File: config.mk
export PLATFORM = sky130hd
export DESIGN_NAME = stream_fifo
export DESIGN_NICKNAME = d
export VERILOG_FILES = /design/src/hdl/stream_fifo.sv
export SDC_FILE = /design/constraint.sdc
export NUM_CORES = 1
export LEC_CHECK = 0
export ABC_CLOCK_PERIOD_IN_PS = 1350
export BUFFER_PORTS_ARGS = -buffer_cell sky130_fd_sc_hd__buf_2
export CORE_MARGIN = 8
export CORE_UTILIZATION = 50
export DETAILED_ROUTE_END_ITERATION = 10
export PLACE_DENSITY_LB_ADDON = 0.1
export SETUP_SLACK_MARGIN = 0.5
export SYNTH_ARGS = -nofsm -noshare
export SYNTH_HDL_FRONTEND = slang
export SYNTH_SLANG_ARGS = --single-unit
export TNS_END_PERCENT = 50
File: constraint.sdc
create_clock -name i_clk -period 1.35 [get_ports i_clk]
set_input_delay 0.0675 -clock i_clk [delete_from_list [all_inputs] [get_ports i_clk]]
set_output_delay 0.0675 -clock i_clk [all_outputs]
set_load 0.01 [all_outputs]
File: src/hdl/stream_fifo.sv
// ***************************************************************************
// Synchronous FIFO
// Circular buffer with fill count, head shown without a pop
// ***************************************************************************
`timescale 1ns/100ps
`default_nettype none

module stream_fifo #(
  parameter int  DEPTH   = 8, // Power of two
  parameter type entry_t = logic [7:0]
) (
  input  logic   i_clk,
  input  logic   i_rst,
  input  logic   i_push,
  input  entry_t i_dat,
  input  logic   i_pop,
  output entry_t o_dat,
  output logic   o_val,
  output logic   o_space
);

  localparam int AW = $clog2(DEPTH);

  entry_t        mem [DEPTH];
  logic [AW-1:0] wr_ptr;
  logic [AW-1:0] rd_ptr;
  logic [AW:0]   count;

  always_ff @(posedge i_clk) begin
    if (i_push) mem[wr_ptr] <= i_dat;
  end

  always_ff @(posedge i_clk) begin
    if (i_rst) begin
      wr_ptr <= '0;
      rd_ptr <= '0;
      count  <= '0;
    end else begin
      if (i_push) wr_ptr <= wr_ptr + 1'b1;
      if (i_pop)  rd_ptr <= rd_ptr + 1'b1;
      count <= count + (AW+1)'(i_push) - (AW+1)'(i_pop);
    end
  end

  assign o_dat   = mem[rd_ptr];
  assign o_val   = (count != '0);
  assign o_space = (count <= (AW+1)'(DEPTH - 2)); // Room for one push in flight

endmodule

`default_nettype wire

==> results.ini <==
[run_status]
status=finished with violations
failed_checks=setup timing

[worst_setup_path]
critPathLaunchType=flop
crit_type=flop to primary output
worst_ep_required_time_ns=1.28
cp_max_fo=8
critPathArrivalTime_ns=1.77
endpoint_kind=primary output

[cells_and_area]
num-nets-final=236
utilization=0.682
layout_common_cells=edfxtp_1 (64), mux4_2 (16), buf_6 (16)
areaGrowthSynthToFinish_pct=30.8
fin_area_mm2=0.00406
diodes=0
final_cells=295
drive_gt1_frac=0.568
final_common_cell=edfxtp_1

[power]
leakagePower_nw=1.38
power.total_mw=5.41
powerDensity_mw_per_mm2=1330
ir_drop_mv=0.870

[die]
die_y_um=94.8
pin_count=22
rows=28
start_util=0.521
die_w_um=94.8
dieArea_mm2=0.00899
fp.coreArea_mm2=0.00596

[global_routing]
grt_pass1_wl_um=9320
antenna_found_initial=0
grt_usage=0.142
grt_max_degree=17
grt_overflow_total=0
grt_pass1_vias=1730

[detailed_routing]
drc_errors=0
first_iter_violations=100
ant_nets=0
first_pass_iters=4
vias=1575
vias_per_cell=5.34
routed_wl_um=5740
wire_per_inst_um=19.5

[placement]
dp_cells=265
gp_congestion=0.699
hpwlAfterDp_um=3490
io_buffers=21
pre_cts_slack_ns=-0.220
placed_area_mm2=0.00347

[sta]
clock_skew_ns=0.00505
relSlewSlack=0.800
period_minus_slack_ns=1.84
fin_ws_ns=-0.492
tns_ns=-4.15
max_freq_mhz=543
min_period_over_period=1.36
rsz0062_at_grt=true
setup_viol=10
whs_ns=0.0200
worstMarginPinSlew_ns=0.299
hold_violations=0
finalMaxSlewViolations=0

[clocking]
cts_num_sinks=77
tritoncts=yes
clkSlewWorstSetupHoldPaths_ns=0.07
cts_buffer_depth=2
clock-root-buffer=clkbuf_8
cts_buffers=9
htreeDepth=3
clk_latency_ns=0.33

[logic_synthesis]
yosys.area.top_type=edfxtp_1
yosysWarnings=0
netlist_area_mm2=0.00310
ys_types=24
syn_avg_cell_area_um2=19.0
syn_nets=184
netlist_instances=163
ys_seq_area_frac=0.703
yosysTopAreaCellShare=0.619
ys_top_cells_by_area=edfxtp_1 (62%), mux4_1 (13%), dfxtp_1 (8.4%), ha_1 (3.2%), mux2_2 (2.9%)
ys_ff_latch=77

[job]
cap_violations=0

[min_path]
worstHoldPathType=input port to flop

## critical path, cell delays in order (launching register included)
cell and delay, ns:
dfxtp_4 0.39, buf_12 0.15, mux4_2 0.50, mux2_4 0.28
buf_6 0.12
## cells in the mapped netlist
cell / n
edfxtp_1: 64
mux4_1: 15
nor2_1: 15
dfxtp_1: 13
ha_1: 8
mux2_2: 8
inv_1: 6
nand2_1: 5
nand2b_1: 4
mux2i_1: 3
xnor2_1: 3
a21oi_1: 2
clkbuf_1: 2
nand3_1: 2
nor2b_1: 2
nor3_1: 2
xor2_1: 2
a31o_2: 1
buf_1: 1
buf_12: 1
buf_2: 1
buf_6: 1
fa_1: 1
mux4_2: 1
## layout make-up
type	count	area, um^2
inverters	6	30.0
clock inverters	6	30.0
well taps	75	93.8
multi-input cells	74	1090
repair buffers	47	478
clock buffers	10	128
fillers	410	1900
flip-flops and latches	77	2210
## flip-flops by register name, summed over array words and instances, names as in the netlist, named ones only
register  cells
count         4
wr_ptr        3
rd_ptr        3
mem          64
## where the power goes
| part | leakage (nW) | internal, mW | switching, mW |
|---|---|---|---|
| registers | 0.694 | 2.69 | 0.0919 |
| logic | 0.609 | 0.695 | 0.523 |
| clock network | 0.0809 | 0.645 | 0.762 |
## repair_timing
item / CTS / global route
hold buffers: 6 / 0
hold endpoints to repair: 41 / 0
gates resized for setup: 66 / 11
cloned: 1 / 0
setup endpoints to repair: 84 / 85
pin swaps: 20 / 15
buffers inserted: 4 / 3
## worst paths after layout
| kind | cells after the start | endpoint | slack, ns | start |
|---|---|---|---|---|
| max | 4 | o_dat[6] | -0.49 | flop |
| min | 1 | mem[2][4] | 0.02 | i_dat[4] |
| max reg2reg | 6 | count[1] | -0.17 | count[0] |
| min reg2reg | 2 | rd_ptr[2] | 0.55 | rd_ptr[2] |
## layer usage
metal	share of wire	GRT usage	vias to the layer above
li1	-	-	734
met1	0.40	0.169	803
met2	0.55	0.240	30
met3	0.032	0.0286	8
met4	0.015	0.0741	0
met5	0	0	-
## cell families after synthesis
group | synth area share
AO/OA/AOI/OAI | 0.00605
XOR/XNOR | 0.0141
adder cells (fa/ha/maj) | 0.0387
buffers and inverters | 0.0226
flip-flops | 0.703
multiplexers | 0.173
AND/OR/NAND/NOR | 0.0427
Power figures use the tool's default switching activity.
