File: config.mk
export PLATFORM = sky130hd
export DESIGN_NAME = inst_sequencer
export DESIGN_NICKNAME = d
export VERILOG_FILES = /design/src/common/seq_isa_pkg.sv /design/src/common/slot_pkg.sv /design/src/sequencer/inst_sequencer.sv
export SDC_FILE = /design/constraint.sdc
export NUM_CORES = 1
export LEC_CHECK = 0
export ABC_AREA = 0
export CAP_MARGIN = 20
export CORE_AREA = 2 2 155 157
export DETAILED_ROUTE_END_ITERATION = 12
export DIE_AREA = 0 0 157 159
export DONT_BUFFER_PORTS = 1
export GPL_ROUTABILITY_DRIVEN = 0
export PLACE_DENSITY = 0.62
export SLEW_MARGIN = 5
export SYNTH_ARGS = -nofsm -noshare
export SYNTH_HDL_FRONTEND = slang
export SYNTH_SLANG_ARGS = --single-unit
File: constraint.sdc
create_clock -name i_clk -period 10.6 [get_ports i_clk]
set_input_delay 0.53 -clock i_clk [delete_from_list [all_inputs] [get_ports i_clk]]
set_output_delay 0.53 -clock i_clk [all_outputs]
set_load 0.02 [all_outputs]
File: src/common/seq_isa_pkg.sv
// ***************************************************************************
// Sequencer instruction set
// Opcodes, instruction word layout and address widths
// ***************************************************************************
`default_nettype none

package seq_isa_pkg;

  localparam int SLOT_ADDR_BITS = 16; // Slot address field in an instruction
  localparam int INST_ADDR_BITS = 16; // Instruction pointer

  // Only the opcodes this sequencer executes
  typedef enum logic [7:0] {
    NOOP_WAIT      = 8'h00,
    COPY_REG       = 8'h01,
    SEND_INTERRUPT = 8'h02
  } code_t;

  // 40 bit instruction word, code in the top byte
  typedef struct packed {
    code_t                     code;
    logic [SLOT_ADDR_BITS-1:0] a; // Source slot
    logic [SLOT_ADDR_BITS-1:0] b; // Destination slot or interrupt index
  } inst_t;

endpackage

`default_nettype wire

File: src/common/slot_pkg.sv
// ***************************************************************************
// Slot data definitions
// Point types, slot word, slot counts per type and the interrupt packet
// layout (index queue entry, header beat, queued slot payload)
// ***************************************************************************
`default_nettype none

package slot_pkg;

  localparam int SLOT_BITS      = 96;
  localparam int TX_BITS        = 32;
  localparam int BEATS_PER_SLOT = SLOT_BITS / TX_BITS;

  typedef enum logic [2:0] {
    SCALAR = 3'd0,
    FE     = 3'd1,
    FE2    = 3'd2,
    FP_AF  = 3'd3,
    FP_JB  = 3'd4,
    FP2_AF = 3'd5,
    FP2_JB = 3'd6
  } point_type_t;

  typedef struct packed {
    point_type_t          pt;
    logic [SLOT_BITS-1:0] dat;
  } slot_t;

  // Number of consecutive slots one stored value occupies
  function automatic logic [7:0] slot_count(point_type_t pt);
    case (pt)
      FE2, FP_AF: return 8'd2;
      FP_JB:      return 8'd3;
      FP2_AF:     return 8'd4;
      FP2_JB:     return 8'd6;
      default:    return 8'd1; // SCALAR, FE
    endcase
  endfunction

  typedef struct packed {
    point_type_t pt;
    logic [15:0] idx;
  } intr_idx_t;

  // Header beat, type in the low bits
  typedef struct packed {
    logic [4:0]  rsvd;
    logic [7:0]  cnt;
    logic [15:0] idx;
    point_type_t pt;
  } intr_hdr_t;

  typedef struct packed {
    logic                 last; // Final slot of the packet
    logic [SLOT_BITS-1:0] dat;
  } slot_beat_t;

endpackage

`default_nettype wire

File: src/sequencer/inst_sequencer.sv
// ***************************************************************************
// Instruction sequencer
// Fetches from the instruction RAM and executes COPY_REG and SEND_INTERRUPT
// against the slot RAM until a NOOP_WAIT is reached
// ***************************************************************************
`timescale 1ns/100ps
`default_nettype none

module inst_sequencer #(
  parameter int INST_DEPTH = 256,
  parameter int DATA_DEPTH = 1024
) (
  input  logic                                  i_clk,
  input  logic                                  i_rst,
  input  logic                                  i_start_val,
  input  logic [seq_isa_pkg::INST_ADDR_BITS-1:0] i_start_pt,
  output logic [$clog2(INST_DEPTH)-1:0]         o_inst_addr,
  input  seq_isa_pkg::inst_t                    i_inst,
  output logic [$clog2(DATA_DEPTH)-1:0]         o_slot_addr,
  output logic                                  o_slot_we,
  output slot_pkg::slot_t                       o_slot_wdat,
  input  slot_pkg::slot_t                       i_slot,
  output logic                                  o_idx_push,
  output slot_pkg::intr_idx_t                   o_idx_dat,
  output logic                                  o_slot_push,
  output slot_pkg::slot_beat_t                  o_slot_dat,
  input  logic                                  i_slot_space,
  output logic                                  o_waiting
);

  localparam int IA = $clog2(INST_DEPTH);
  localparam int DA = $clog2(DATA_DEPTH);

  typedef enum logic [1:0] {S_WAIT, S_FETCH, S_COPY, S_SEND} state_t;

  state_t     state;
  logic [1:0] phase;  // Step within fetch or instruction
  logic       rd_ok;  // i_slot holds the word at o_slot_addr
  logic [7:0] remain; // Slots still to queue

  assign o_waiting = (state == S_WAIT);

  always_ff @(posedge i_clk) begin
    if (i_rst) begin
      state       <= S_WAIT;
      phase       <= '0;
      rd_ok       <= 1'b0;
      remain      <= '0;
      o_inst_addr <= '0;
      o_slot_addr <= '0;
      o_slot_we   <= 1'b0;
      o_idx_push  <= 1'b0;
      o_slot_push <= 1'b0;
    end else begin
      o_slot_we   <= 1'b0; // Strobes last one cycle
      o_idx_push  <= 1'b0;
      o_slot_push <= 1'b0;
      phase       <= phase + 2'd1;
      case (state)
        S_WAIT: begin
          phase <= '0;
          if (i_start_val) begin
            o_inst_addr <= i_start_pt[IA-1:0];
            state       <= S_FETCH;
          end
        end
        S_FETCH: begin
          // Phase 1 has the instruction word on i_inst
          if (phase == 2'd1) begin
            phase       <= '0;
            o_slot_addr <= i_inst.a[DA-1:0];
            rd_ok       <= 1'b0;
            case (i_inst.code)
              seq_isa_pkg::COPY_REG:       state <= S_COPY;
              seq_isa_pkg::SEND_INTERRUPT: state <= S_SEND;
              default:                     state <= S_WAIT;
            endcase
          end
        end
        S_COPY: begin
          if (phase == 2'd1) begin
            o_slot_addr <= i_inst.b[DA-1:0];
            o_slot_we   <= 1'b1;
            o_slot_wdat <= i_slot;
          end else if (phase == 2'd2) begin
            phase       <= '0;
            o_inst_addr <= o_inst_addr + 1'b1;
            state       <= S_FETCH;
          end
        end
        S_SEND: begin
          rd_ok <= 1'b1; // Address held for a cycle, data valid next
          if (phase == 2'd1) begin
            o_idx_push <= 1'b1;
            o_idx_dat  <= '{pt: i_slot.pt, idx: i_inst.b};
            remain     <= slot_pkg::slot_count(i_slot.pt);
          end else if (phase == 2'd2) begin
            phase <= 2'd2;
            if (rd_ok && i_slot_space) begin
              o_slot_push <= 1'b1;
              o_slot_dat  <= '{last: (remain == 8'd1), dat: i_slot.dat};
              remain      <= remain - 8'd1;
              if (remain == 8'd1) begin
                phase       <= '0;
                o_inst_addr <= o_inst_addr + 1'b1;
                state       <= S_FETCH;
              end else begin
                o_slot_addr <= o_slot_addr + 1'b1;
                rd_ok       <= 1'b0;
              end
            end
          end
        end
        default: state <= S_WAIT;
      endcase
    end
  end

endmodule

`default_nettype wire

==> flow_metrics.env <==
export IMPL_worst_path_max_delay_cell="dfxtp_1"
export IMPL_drive_above_1_share_pct=11.7
export IMPL_clk_root_buffer_cell="clkbuf_16"
export IMPL_final_period_minus_worst_setup_slack_ns=3.09
export IMPL_ctsLongestPathBuffers=3
export IMPL_cts_resized=0
export IMPL_synth_async_sr_flop_share_pct=0
export IMPL_clk_latency_ns=0.51
export IMPL_max_cap_viol_count=0
export IMPL_setup_worst_path_class="register to register"
export IMPL_slew_viol_final=0
export IMPL_antenna_found_initial=1
export IMPL_powerDensity_mw_per_mm2=203
export IMPL_row_count=56
export IMPL_synth_edff_count=215
export IMPL_relSlewSlack_pct=41.8
export IMPL_numCtsBuffers=25
export IMPL_run_status="finished, final reports clean"
export IMPL_grt_max_degree=58
export IMPL_rsz0062_at_grt="no"
export IMPL_tightest_slew_ns=0.869
export IMPL_setup_total_negative_slack_ns=0
export IMPL_die_height_um=159
export IMPL_drt_pass1_iterations=4
export IMPL_hold_path_class="input port to register"
export IMPL_ys_seq_elements=249
export IMPL_timing_hold_violations_final=0
export IMPL_drt_antenna_violating_nets=0
export IMPL_switch_share_pct=22.0
export IMPL_syn_inst=482
export IMPL_clock_power_share_pct=39.7
export IMPL_cp_common_cell="buf_4"
export IMPL_max_freq_mhz=324
export IMPL_start_util_pct=37.1
export IMPL_fin_nets=664
export IMPL_synth_top_cell_area_share_pct=75.0
export IMPL_filler_cells=2030
export IMPL_worst_ep_required_time_ns=10.73
export IMPL_post_route_period_util_pct=29.1
export IMPL_cts_hold_repair_buffers=0
export IMPL_grt_pass1_vias=4296
export IMPL_switchingPower_uw=434
export IMPL_core_area_mm2=0.0232
export IMPL_setup_worst_path_end_class="register"
export IMPL_yosys_warnings=0
export IMPL_htreeDepth=1
export IMPL_yosysSeqAreaShare_pct=82.9
export IMPL_synth_area_per_cell_um2=17.9
export IMPL_io_buffer_count=0
export IMPL_final_design_area_no_fill_mm2=0.00973
export IMPL_worst_path_dominant_cell_family="buffers and inverters"
export IMPL_cts_reportedPaths_clkPinSlew_ns=0.06
export IMPL_post_drt_wl_per_cell_um=26.8
export IMPL_die_w_um=157
export IMPL_via_per_inst=5.34
export IMPL_seq_area_mm2=0.00714
export IMPL_p_leak_nw=3.04
export IMPL_crit_path_cell_trace="inv_1 -> nor4_4 -> buf_4 -> buf_4"
export IMPL_start_kind="register"
export IMPL_drt_first_iter_violations=470
export IMPL_via_count=4447
export IMPL_grt_pass1_wl_um=30600
export IMPL_post_synthesis_instance_area_mm2=0.00861
export IMPL_postSynthNetCount=648
export IMPL_area_delta_synth_final_pct=13.0
export IMPL_grt_ovfl_total=0
export IMPL_numClockSinks=249
export IMPL_dpl_instance_area_mm2=0.00901
export IMPL_yosys_most_used_dff="edfxtp_1"
export IMPL_worst_path_largest_cell_delay_ns=0.70
export IMPL_holdWs_ns=0.0905
export IMPL_seq_power_share_pct=56.3
export IMPL_timing_clock_skew_ns=0.0187
export IMPL_multi_input_comb_area_mm2=0.00140
export IMPL_proportion_of_power_drawn_by_combinational_gates_pct=3.9
export IMPL_setup_viol_count_final=0
export IMPL_route_detailed_drc=0
export IMPL_num_io_pins=396
export IMPL_crit_path_buffers_inverters=3
export IMPL_tritoncts_clock_tree="done"
export IMPL_detailed_place_hpwl_um=16500
export IMPL_arrival_ns=3.22
export IMPL_irDropWorstVdd_mv=0.120
export IMPL_grt_total_usage_pct=16.7
export IMPL_postRouteWirelength_um=22400
export IMPL_library_cells_used_by_synthesis=56
export IMPL_ys_top_cells_by_area="edfxtp_1 75%, dfxtp_1 7.9%, a21oi_1 1.5%, o21ai_0 1.1%, ha_1 1.0%"
export IMPL_timing_critical_path_fanout_max=57
export IMPL_synthDominantAreaCellType="edfxtp_1"
export IMPL_internal_power_mw=1.54
export IMPL_design_die_area_mm2=0.0250
export IMPL_post_cts_setup_repair_buffer_count=0
-- stage by stage --
stage	cells	power, mW	util, %	setup WS [ns]
floorplan	482	1.19	-	3.66
global placement	790	1.20	38.8	7.65
detailed placement	790	1.21	38.8	7.50
CTS	832	2.00	42.0	7.47
global route	833	2.05	42.0	7.30
finish	833	1.97	42.0	7.51
-- sequential cells by signal, indices dropped and copies added, names as in the netlist --
signal / count
o_idx_push: 1
o_slot_addr: 10
remain: 8
o_slot_push: 1
o_slot_wdat: 99
o_slot_we: 1
o_idx_dat: 19
state: 2
o_slot_dat: 97
phase: 2
o_inst_addr: 8
rd_ok: 1
-- worst paths after layout --
kind / endpoint / slack [ns] / depth (start not counted) / from
max: o_slot_dat[10]$_DFFE_PP_ / 7.51 / 4 / state[0]$_SDFFE_PP0P_
max reg2reg: o_slot_dat[10]$_DFFE_PP_ / 7.51 / 4 / state[0]$_SDFFE_PP0P_
min: rd_ok$_SDFFE_PP0P_ / 0.09 / 1 / i_rst
min reg2reg: remain[1]$_SDFFE_PP0P_ / 0.48 / 2 / remain[1]$_SDFFE_PP0P_
-- layout make-up --
class                   count  share of cell area (%)
inverters                   7                   0.270
flip-flops and latches    249                    73.3
clock buffers              29                    6.58
clock inverters            13                   0.861
repair buffers              6                   0.463
well taps                 319                    4.10
diodes                      1                  0.0257
multi-input cells         209                    14.4
-- metal layers --
| metal | global-route usage (%) | vias up | wire length [µm] |
|---|---|---|---|
| met2 | 30.6 | 259 | 12000 |
| met1 | 17.3 | 2252 | 7300 |
| li1 | - | 1901 | - |
| met3 | 6.34 | 35 | 2520 |
| met5 | 0 | - | 0 |
| met4 | 5.59 | 0 | 569 |
-- power groups by stage --
stage | sequential, mW | combinational (mW) | clock, mW
2_1_floorplan | 1.12 | 0.0650 | 0
3_3_place_gp | 1.13 | 0.0736 | 0
3_5_place_dp | 1.13 | 0.0774 | 0
4_1_cts | 1.11 | 0.0777 | 0.810
5_1_grt | 1.11 | 0.0873 | 0.845
6_report | 1.11 | 0.0778 | 0.785
-- cell families after synthesis --
kind of cell | count (synthesis) | share of synthesized area, %
XOR/XNOR | 9 | 0.915
AND/OR/NAND/NOR | 104 | 6.78
buffers and inverters | 24 | 1.13
flip-flops | 249 | 82.9
multiplexers | 4 | 0.465
AO/OA/AOI/OAI | 85 | 6.81
adder cells (fa/ha/maj) | 7 | 1.02
-- layout by cell type (no fill, tap or decap), types with 4 or more instances in the layout --
master       n
edfxtp_1   215
dfxtp_1     34
a21oi_1     25
clkbuf_16   25
nor2_1      21
nand2_1     19
o21ai_0     19
nand3_1      9
nor3_1       8
inv_1        7
a211oi_1     7
ha_1         7
o211ai_1     6
buf_4        6
nor2b_1      5
nor4_1       5
a31oi_1      5
xnor2_1      5
clkinv_2     5
and2_1       4
mux2i_1      4
nand2b_1     4
xor2_1       4
or3_1        4
clkinv_4     4
clkbuf_1     4
-- synth_stat cells (all sizes together) (5+ instances only) --
cell	count
buf	7
clkbuf	10
nand2	19
edfxtp	215
o211ai	6
nor3	9
a21oi	27
o21ai	19
xnor2	5
a31oi	5
nor2	23
a211oi	8
inv	7
dfxtp	34
nor2b	5
ha	7
nor4	9
nand3	10
Note: power is estimated with default switching activity, not from simulation.
