===== src/common/slot_pkg.sv =====
// ***************************************************************************
// Slot data definitions
// Point types, slot word, slot counts per type and the interrupt packet
// layout (index queue entry, header beat, queued slot payload)
// ***************************************************************************
`default_nettype none

package slot_pkg;

  localparam int SLOT_BITS      = 96;
  localparam int TX_BITS        = 32;
  localparam int BEATS_PER_SLOT = SLOT_BITS / TX_BITS;

  typedef enum logic [2:0] {
    SCALAR = 3'd0,
    FE     = 3'd1,
    FE2    = 3'd2,
    FP_AF  = 3'd3,
    FP_JB  = 3'd4,
    FP2_AF = 3'd5,
    FP2_JB = 3'd6
  } point_type_t;

  typedef struct packed {
    point_type_t          pt;
    logic [SLOT_BITS-1:0] dat;
  } slot_t;

  // Number of consecutive slots one stored value occupies
  function automatic logic [7:0] slot_count(point_type_t pt);
    case (pt)
      FE2, FP_AF: return 8'd2;
      FP_JB:      return 8'd3;
      FP2_AF:     return 8'd4;
      FP2_JB:     return 8'd6;
      default:    return 8'd1; // SCALAR, FE
    endcase
  endfunction

  typedef struct packed {
    point_type_t pt;
    logic [15:0] idx;
  } intr_idx_t;

  // Header beat, type in the low bits
  typedef struct packed {
    logic [4:0]  rsvd;
    logic [7:0]  cnt;
    logic [15:0] idx;
    point_type_t pt;
  } intr_hdr_t;

  typedef struct packed {
    logic                 last; // Final slot of the packet
    logic [SLOT_BITS-1:0] dat;
  } slot_beat_t;

endpackage

`default_nettype wire


===== src/interrupt/interrupt_tx.sv =====
// ***************************************************************************
// Interrupt transmitter
// Takes an index entry, sends a header beat, then narrows each queued slot
// to the stream width, low bits first, under valid/ready flow control
// ***************************************************************************
`timescale 1ns/100ps
`default_nettype none

module interrupt_tx (
  input  logic                         i_clk,
  input  logic                         i_rst,
  input  logic                         i_idx_val,
  input  slot_pkg::intr_idx_t          i_idx,
  output logic                         o_idx_pop,
  input  logic                         i_slot_val,
  input  slot_pkg::slot_beat_t         i_slot,
  output logic                         o_slot_pop,
  output logic                         o_tx_val,
  output logic [slot_pkg::TX_BITS-1:0] o_tx_dat,
  output logic                         o_tx_sop,
  output logic                         o_tx_eop,
  input  logic                         i_tx_rdy,
  output logic                         o_busy
);

  localparam int BW = $clog2(slot_pkg::BEATS_PER_SLOT);

  typedef enum logic {T_IDLE, T_DATA} state_t;

  state_t              state;
  logic [BW-1:0]       beat;      // Beat within the current slot
  logic                adv;       // Output register free this cycle
  logic                last_beat;
  slot_pkg::intr_hdr_t hdr;

  assign adv       = !o_tx_val || i_tx_rdy;
  assign last_beat = (beat == BW'(slot_pkg::BEATS_PER_SLOT - 1));

  // Pops take effect in the cycle the beat is loaded
  assign o_idx_pop  = (state == T_IDLE) && i_idx_val && adv;
  assign o_slot_pop = (state == T_DATA) && i_slot_val && adv && last_beat;
  assign o_busy     = (state != T_IDLE) || o_tx_val;

  always_comb begin
    hdr     = '0;
    hdr.pt  = i_idx.pt;
    hdr.idx = i_idx.idx;
    hdr.cnt = slot_pkg::slot_count(i_idx.pt);
  end

  always_ff @(posedge i_clk) begin
    if (i_rst) begin
      state    <= T_IDLE;
      beat     <= '0;
      o_tx_val <= 1'b0;
      o_tx_sop <= 1'b0;
      o_tx_eop <= 1'b0;
    end else if (adv) begin
      o_tx_val <= 1'b0;
      o_tx_sop <= 1'b0;
      o_tx_eop <= 1'b0;
      case (state)
        T_IDLE: begin
          if (i_idx_val) begin
            o_tx_val <= 1'b1;
            o_tx_sop <= 1'b1;
            o_tx_dat <= hdr;
            state    <= T_DATA;
          end
        end
        T_DATA: begin
          if (i_slot_val) begin
            o_tx_val <= 1'b1;
            o_tx_dat <= i_slot.dat[beat*slot_pkg::TX_BITS +: slot_pkg::TX_BITS];
            beat     <= last_beat ? '0 : beat + 1'b1;
            if (last_beat && i_slot.last) begin
              o_tx_eop <= 1'b1; // End of packet
              state    <= T_IDLE;
            end
          end
        end
        default: state <= T_IDLE;
      endcase
    end
  end

endmodule

`default_nettype wire


===== config.mk =====
export PLATFORM = sky130hd
export DESIGN_NAME = interrupt_tx
export DESIGN_NICKNAME = d
export VERILOG_FILES = /design/src/common/slot_pkg.sv /design/src/interrupt/interrupt_tx.sv
export SDC_FILE = /design/constraint.sdc
export NUM_CORES = 1
export LEC_CHECK = 0
export BUFFER_PORTS_ARGS = -buffer_cell sky130_fd_sc_hd__buf_2
export CAP_MARGIN = 25
export CELL_PAD_IN_SITES_DETAIL_PLACEMENT = 1
export CELL_PAD_IN_SITES_GLOBAL_PLACEMENT = 2
export CORE_MARGIN = 3
export CORE_UTILIZATION = 23
export CTS_CLUSTER_DIAMETER = 200
export DETAILED_ROUTE_END_ITERATION = 8
export MAX_ROUTING_LAYER = met4
export PLACE_DENSITY_LB_ADDON = 0.1
export SLEW_MARGIN = 20
export SYNTH_ARGS = -nofsm -noshare
export SYNTH_HDL_FRONTEND = slang
export SYNTH_SLANG_ARGS = --single-unit

===== constraint.sdc =====
create_clock -name i_clk -period 5.1 [get_ports i_clk]
set_input_delay 1.275 -clock i_clk [delete_from_list [all_inputs] [get_ports i_clk]]
set_output_delay 1.275 -clock i_clk [all_outputs]
set_load 0.01 [all_outputs]

==> results of run 1 <==
## cells in the final DEF (no fill, tap or decap)
cell type | Yosys | final
a211oi_1 | 1 | 1
a21boi_1 | 10 | 10
a21oi_1 | 8 | 8
a2bb2oi_1 | 2 | 2
a31o_1 | 1 | 1
a31oi_1 | 20 | 20
and3_1 | 1 | 1
buf_2 | 2 | 158
buf_4 | 1 | 4
clkbuf_1 | 5 | 2
clkbuf_8 | 0 | 6
dfxtp_1 | 6 | 4
dfxtp_2 | 0 | 2
edfxtp_1 | 32 | 32
inv_1 | 2 | 2
mux2i_1 | 33 | 33
nand2_1 | 34 | 34
nand2b_1 | 1 | 1
nand4_1 | 1 | 1
nor2_1 | 19 | 19
nor2b_1 | 4 | 3
nor2b_2 | 1 | 1
nor2b_4 | 0 | 1
nor3_1 | 2 | 1
nor3_2 | 0 | 1
nor4b_2 | 1 | 1
o21ai_0 | 1 | 1
o21ai_1 | 1 | 1
or2_1 | 31 | 31
or4_1 | 1 | 1
xnor2_1 | 1 | 1
xor2_1 | 1 | 1
## path summary, 6_finish.rpt
path	start	slack, ns	cells after the start	end
max	i_slot_val	1.77	4	o_slot_pop
min	o_tx_sop	0.47	2	o_tx_sop
max reg2reg	beat[0]	3.11	4	o_tx_dat[19]
min reg2reg	o_tx_sop	0.47	2	o_tx_sop
## cells by family (layout without fill, tap and decap cells)
| kind of cell | Yosys count | count (layout) | share of synthesized area [%] |
|---|---|---|---|
| XOR/XNOR | 2 | 2 | 0.746 |
| multiplexers | 33 | 33 | 14.1 |
| buffers and inverters | 19 | 172 | 6.66 |
| AND/OR/NAND/NOR | 96 | 96 | 20.4 |
| flip-flops | 38 | 38 | 46.1 |
| AO/OA/AOI/OAI | 44 | 44 | 12.1 |
## stage by stage
| step | worst slack (ns) | hold slack, ns | total power, mW | util (%) | cell area (µm²) |
|---|---|---|---|---|---|
| finish | 1.77 | 0.467 | 0.752 | 33.4 | 3290 |
| global placement | 1.81 | 0.478 | 0.547 | 32.4 | 3200 |
| CTS | 1.74 | 0.472 | 0.770 | 33.4 | 3290 |
| global route | 1.66 | 0.490 | 0.805 | 33.4 | 3290 |
| floorplan | 0.946 | 0.474 | 0.467 | - | 2350 |
| detailed placement | 1.75 | 0.460 | 0.550 | 32.4 | 3200 |
## cell type report
type                            instances  area, µm²  area share [%]
Sequential cell                        38       1080            32.9
Timing Repair Buffer                  162        821            24.9
Inverter                                2       7.51           0.228
Tap cell                              133        166            5.06
Clock buffer                            8       90.1            2.74
Multi-Input combinational cell        175       1120            34.1
## registers in the layout, summed over array words and instances, names as in the netlist
| register | flops |
|---|---|
| o_tx_eop | 1 |
| o_tx_val | 1 |
| beat | 2 |
| o_tx_sop | 1 |
| o_tx_dat | 32 |
| state | 1 |
## power by group through the flow
stage / Clock, mW / Combinational (mW) / Sequential, mW
after floorplan: 0 / 0.0818 / 0.385
after global placement: 0 / 0.174 / 0.374
after detailed placement: 0 / 0.176 / 0.375
after CTS: 0.226 / 0.177 / 0.367
after global routing: 0.240 / 0.195 / 0.369
final: 0.214 / 0.170 / 0.367
## layer usage
layer | routed length, µm | track usage [%] | share of wire [%] | up-vias
met1 | 3100 | 15.9 | 41 | 1023
met4 | 92 | 3.93 | 1.2 | 0
li1 | - | - | - | 1125
met5 | 0 | - | 0 | -
met3 | 578 | 3.85 | 7.7 | 9
met2 | 3690 | 22.6 | 50 | 87
## critical path: stages
cell and delay, ns:
buf_2 0.10, nand2_1 0.10, nor4b_2 0.37, buf_2 0.21
==> flow_metrics.py, run 1 <==
metrics = {
    "status": {
        "status": "completed",
    },
    "synth": {
        "syn_area_um2": 2350,
        "yosys-top-cells-area": "edfxtp_1 41%, mux2i_1 14%, or2_1 8.3%, nand2_1 5.4%, a31oi_1 5.3%",
        "synth_nets": 353,
        "yosysSeqAreaShare_pct": 46.1,
        "syn_inst": 232,
        "async_flop_share_pct": 0,
        "synth_cell_types": 31,
        "yosys_register_bits": 38,
        "synth_edf_count": 32,
        "synth.top_cell.area_share_pct": 40.9,
        "yosysWarnings": 0,
        "synth.avg_cell_area_um2": 10.1,
        "synthFlopType": "edfxtp_1",
        "yosysMostFrequentCell": "nand2_1",
        "synth_common_cells": "34 x nand2_1, 33 x mux2i_1, 32 x edfxtp_1",
        "synth_top_area_cell": "edfxtp_1",
    },
    "clock_network": {
        "cts_tree": "yes",
        "cts.clk_slew.worst_paths_ns": 0.07,
        "ctsResizeCount": 0,
        "root_buffer": "clkbuf_8",
        "cts_setup_buffers": 0,
        "cts_buffers": 5,
        "worstSkewPairLatency_ns": 0.28,
        "cts.hold.buffers_added": 0,
        "clockBufferDepth": 2,
        "htree_levels": 2,
        "cts_num_sinks": 38,
    },
    "final_layout": {
        "final_cells": 518,
        "num-fill-cells": 1217,
        "diodes": 0,
        "synthToLayoutAreaGrowth_pct": 40.2,
        "final_nets": 505,
        "drive_above_1_share_pct": 45.2,
    },
    "worst_setup_path": {
        "end_kind": "primary output",
        "required_ns": 3.83,
        "crit_path_start_kind": "input port",
        "cp_max_fo": 4,
        "crit_type": "in -> out",
        "worst_ep_arrival_time_ns": 2.06,
    },
    "grt": {
        "first_global_vias": 2415,
        "grt_overflow": 0,
        "grt_pass1_wl_mm": 11.9,
        "grt_usage_pct": 13.5,
        "grt_start_max_net_pins": 59,
        "antenna_found_initial": 0,
    },
    "floorplan": {
        "die_h_um": 107,
        "rows": 36,
        "die_area_um2": 11500,
        "num_io_pins": 159,
        "die_w_um": 107,
        "coreArea_um2": 9860,
        "start_util_pct": 23.8,
    },
    "sta": {
        "fin_setup_tns_ns": 0,
        "rsz0062_at_grt": "no",
        "setup_viol": 0,
        "hold_viol": 0,
        "fin_worst_skew_ns": 0.00420,
        "max_freq_mhz": 300,
        "finalCriticalPeriod_ns": 3.33,
        "worst_pin_slew_ns": 0.865,
        "relSlewSlack_pct": 42.2,
        "fin_crit_sh_pct": 65.3,
        "maxSlewViolCount": 0,
    },
    "detailed_routing": {
        "dr.pass1.iters": 4,
        "vias": 2244,
        "routed_wl_mm": 7.46,
        "post-route-drc-count": 0,
        "drtIter0Drc": 56,
        "drtAntennaViolNets": 0,
        "wire_per_inst_um": 14.4,
        "viasPerCell": 4.33,
    },
    "power_and_ir_drop": {
        "p_leak_nw": 1.38,
        "power_frac_clock_pct": 28.5,
        "intPower_uw": 555,
        "p_per_area_nw_per_um2": 228,
        "switching_power_uw": 196,
        "peakVddDrop_mv": 0.0776,
        "pwr-share-comb_pct": 22.6,
        "p_sw_share_pct": 26.1,
        "seqPwrFrac_pct": 48.8,
    },
    "place": {
        "dpl.hpwl_mm": 5.47,
        "portBuffers": 158,
        "gp_congestion": 0.704,
        "place_inst": 510,
    },
    "hold_path": {
        "hp-class": "reg -> reg",
    },
    "flow_run": {
        "drv_cap": 0,
    },
}
Power figures use the tool's default switching activity.
==> run 2: changes to the inputs <==
- clock period: 5.1 -> 3.3 ns (I/O delays scaled with it)
==> run 2 against run 1 <==
Flip-flop and latch count stayed put. Clock power is 46% higher. Combinational power is 53% higher. Sequential power is 56% higher. Routed wire length is 2.4% higher. Final cell count stayed put. Cell area is 0.11% lower. Setup slack worse by 0.92 ns. Worst hold slack worse by 0.0051 ns.
==> flow_metrics.py, run 2 (same netlist as run 1, synthesis figures left out) <==
metrics = {
    "status": {
        "status": "completed",
    },
    "sta": {
        "fin_crit_sh_pct": 74.3,
        "hold_viol": 0,
        "worst_pin_slew_ns": 0.884,
        "setup_viol": 0,
        "relSlewSlack_pct": 40.9,
        "fin_worst_skew_ns": 0.00798,
        "fin_setup_tns_ns": 0,
        "finalCriticalPeriod_ns": 2.45,
        "fin_ws_ns": 0.848,
        "max_freq_mhz": 408,
        "maxSlewViolCount": 0,
        "rsz0062_at_grt": "no",
    },
    "hold_path": {
        "hold-path-cell-count": 2,
        "worstHoldStart": "o_tx_sop",
        "hp-class": "reg -> reg",
        "worst_hold_path.endpoint": "o_tx_sop",
    },
    "detailed_routing": {
        "top_layer": "met4",
        "wl_met3_um": 580,
        "drtIter0Drc": 42,
        "post-route-drc-count": 0,
        "wire_per_inst_um": 14.8,
        "drtAntennaViolNets": 0,
        "routed_wl_mm": 7.64,
        "vias": 2231,
        "dr.pass1.iters": 4,
        "route.met2.wl_mm": 3.72,
        "wl_met1_mm": 3.26,
        "viasPerCell": 4.31,
    },
    "clock_network": {
        "cts_setup_buffers": 0,
        "ctsResizeCount": 0,
        "htree_levels": 2,
        "cts_buffers": 5,
        "cts_tree": "yes",
        "cts_num_sinks": 38,
        "worstSkewPairLatency_ns": 0.29,
        "cts.hold.buffers_added": 0,
        "cts.clk_slew.worst_paths_ns": 0.08,
        "root_buffer": "clkbuf_8",
        "clockBufferDepth": 2,
    },
    "worst_setup_path": {
        "crit_path_start_kind": "flip-flop",
        "rrSetupSlack_ns": 1.26,
        "reg2reg_depth": 4,
        "worst_ep_arrival_time_ns": 1.63,
        "cp_max_fo": 20,
        "crit_type": "reg -> out",
        "r2r-end": "o_tx_dat[3]",
        "required_ns": 2.47,
        "end_kind": "primary output",
        "crit-reg2reg-launch": "beat[0]",
        "cp-startpoint": "beat[1]",
    },
    "floorplan": {
        "num_io_pins": 159,
        "die_h_um": 107,
        "coreArea_um2": 9860,
        "start_util_pct": 23.8,
        "die_area_um2": 11500,
        "die_w_um": 107,
        "rows": 36,
    },
    "grt": {
        "grt_usage_pct": 13.7,
        "grt_overflow": 0,
        "first_global_vias": 2364,
        "antenna_found_initial": 0,
        "grt_pass1_wl_mm": 11.9,
        "grt_start_max_net_pins": 44,
    },
    "final_layout": {
        "largest_reg_flops": 32,
        "fin_area_um2": 3290,
        "reg_top3": "o_tx_dat (32), beat (2)",
        "final_nets": 505,
        "synthToLayoutAreaGrowth_pct": 40.0,
        "mostFrequentLayoutCell": "buf_2",
        "top_register": "o_tx_dat",
        "mostFrequentLayoutCells": "158 x buf_2, 34 x nand2_1, 33 x mux2i_1",
        "num-fill-cells": 1200,
        "diodes": 0,
        "drive_above_1_share_pct": 44.9,
        "utilization_pct": 33.3,
    },
    "power_and_ir_drop": {
        "peakVddDrop_mv": 0.131,
        "seqPwrFrac_pct": 50.0,
        "p_leak_nw": 1.38,
        "intPower_uw": 838,
        "p_sw_share_pct": 26.8,
        "pwr-share-comb_pct": 22.7,
        "power_frac_clock_pct": 27.2,
        "p_per_area_nw_per_um2": 348,
        "switching_power_uw": 306,
    },
    "place": {
        "dpl.hpwl_mm": 5.57,
        "place_area_um2": 3210,
        "post-place-ws_ns": 0.896,
        "portBuffers": 158,
        "gp_congestion": 0.766,
    },
    "flow_run": {
        "drv_cap": 0,
    },
}
## run 2: cell type report
class                   count  area [µm²]  share of cell area (%)
flip-flops and latches     38        1080                    33.0
well taps                 133         166                    5.06
clock buffers               8        80.1                    2.44
repair buffers            162         821                    25.0
inverters                   2        7.51                   0.228
multi-input cells         175        1130                    34.3
## run 2: worst max-delay path by stage
stage / endpoint / slack, ns
5_1_grt: o_slot_pop / 0.71
3_3_place_gp: o_slot_pop / 0.91
3_5_place_dp: o_slot_pop / 0.90
6_report: o_slot_pop / 0.85
4_1_cts: o_slot_pop / 0.79
2_1_floorplan: o_tx_dat[0] / 0.58
## run 2: worst max-delay path, stage by stage, from the launching register on
cell	delay, ns
dfxtp_2	0.73
nor4b_2	0.41
buf_2	0.20
## run 2: power by group through the flow
stage	registers [mW]	logic, mW	clock network, mW
2_1_floorplan	0.594	0.127	0
3_3_place_gp	0.584	0.263	0
3_5_place_dp	0.584	0.267	0
4_1_cts	0.573	0.268	0.332
5_1_grt	0.577	0.296	0.346
6_report	0.573	0.260	0.312
## run 2: layer usage
| layer | up-vias | track usage (%) |
|---|---|---|
| met4 | 0 | 3.56 |
| li1 | 1125 | - |
| met2 | 86 | 23.1 |
| met1 | 1013 | 16.3 |
| met3 | 7 | 3.55 |
| met5 | - | - |
## run 2: per-stage QoR
step,std cells,hold WS [ns],power [mW]
after floorplan,232,0.474,0.721
after global placement,510,0.463,0.847
after detailed placement,510,0.452,0.851
after CTS,518,0.465,1.17
after global routing,518,0.513,1.22
final,518,0.461,1.14
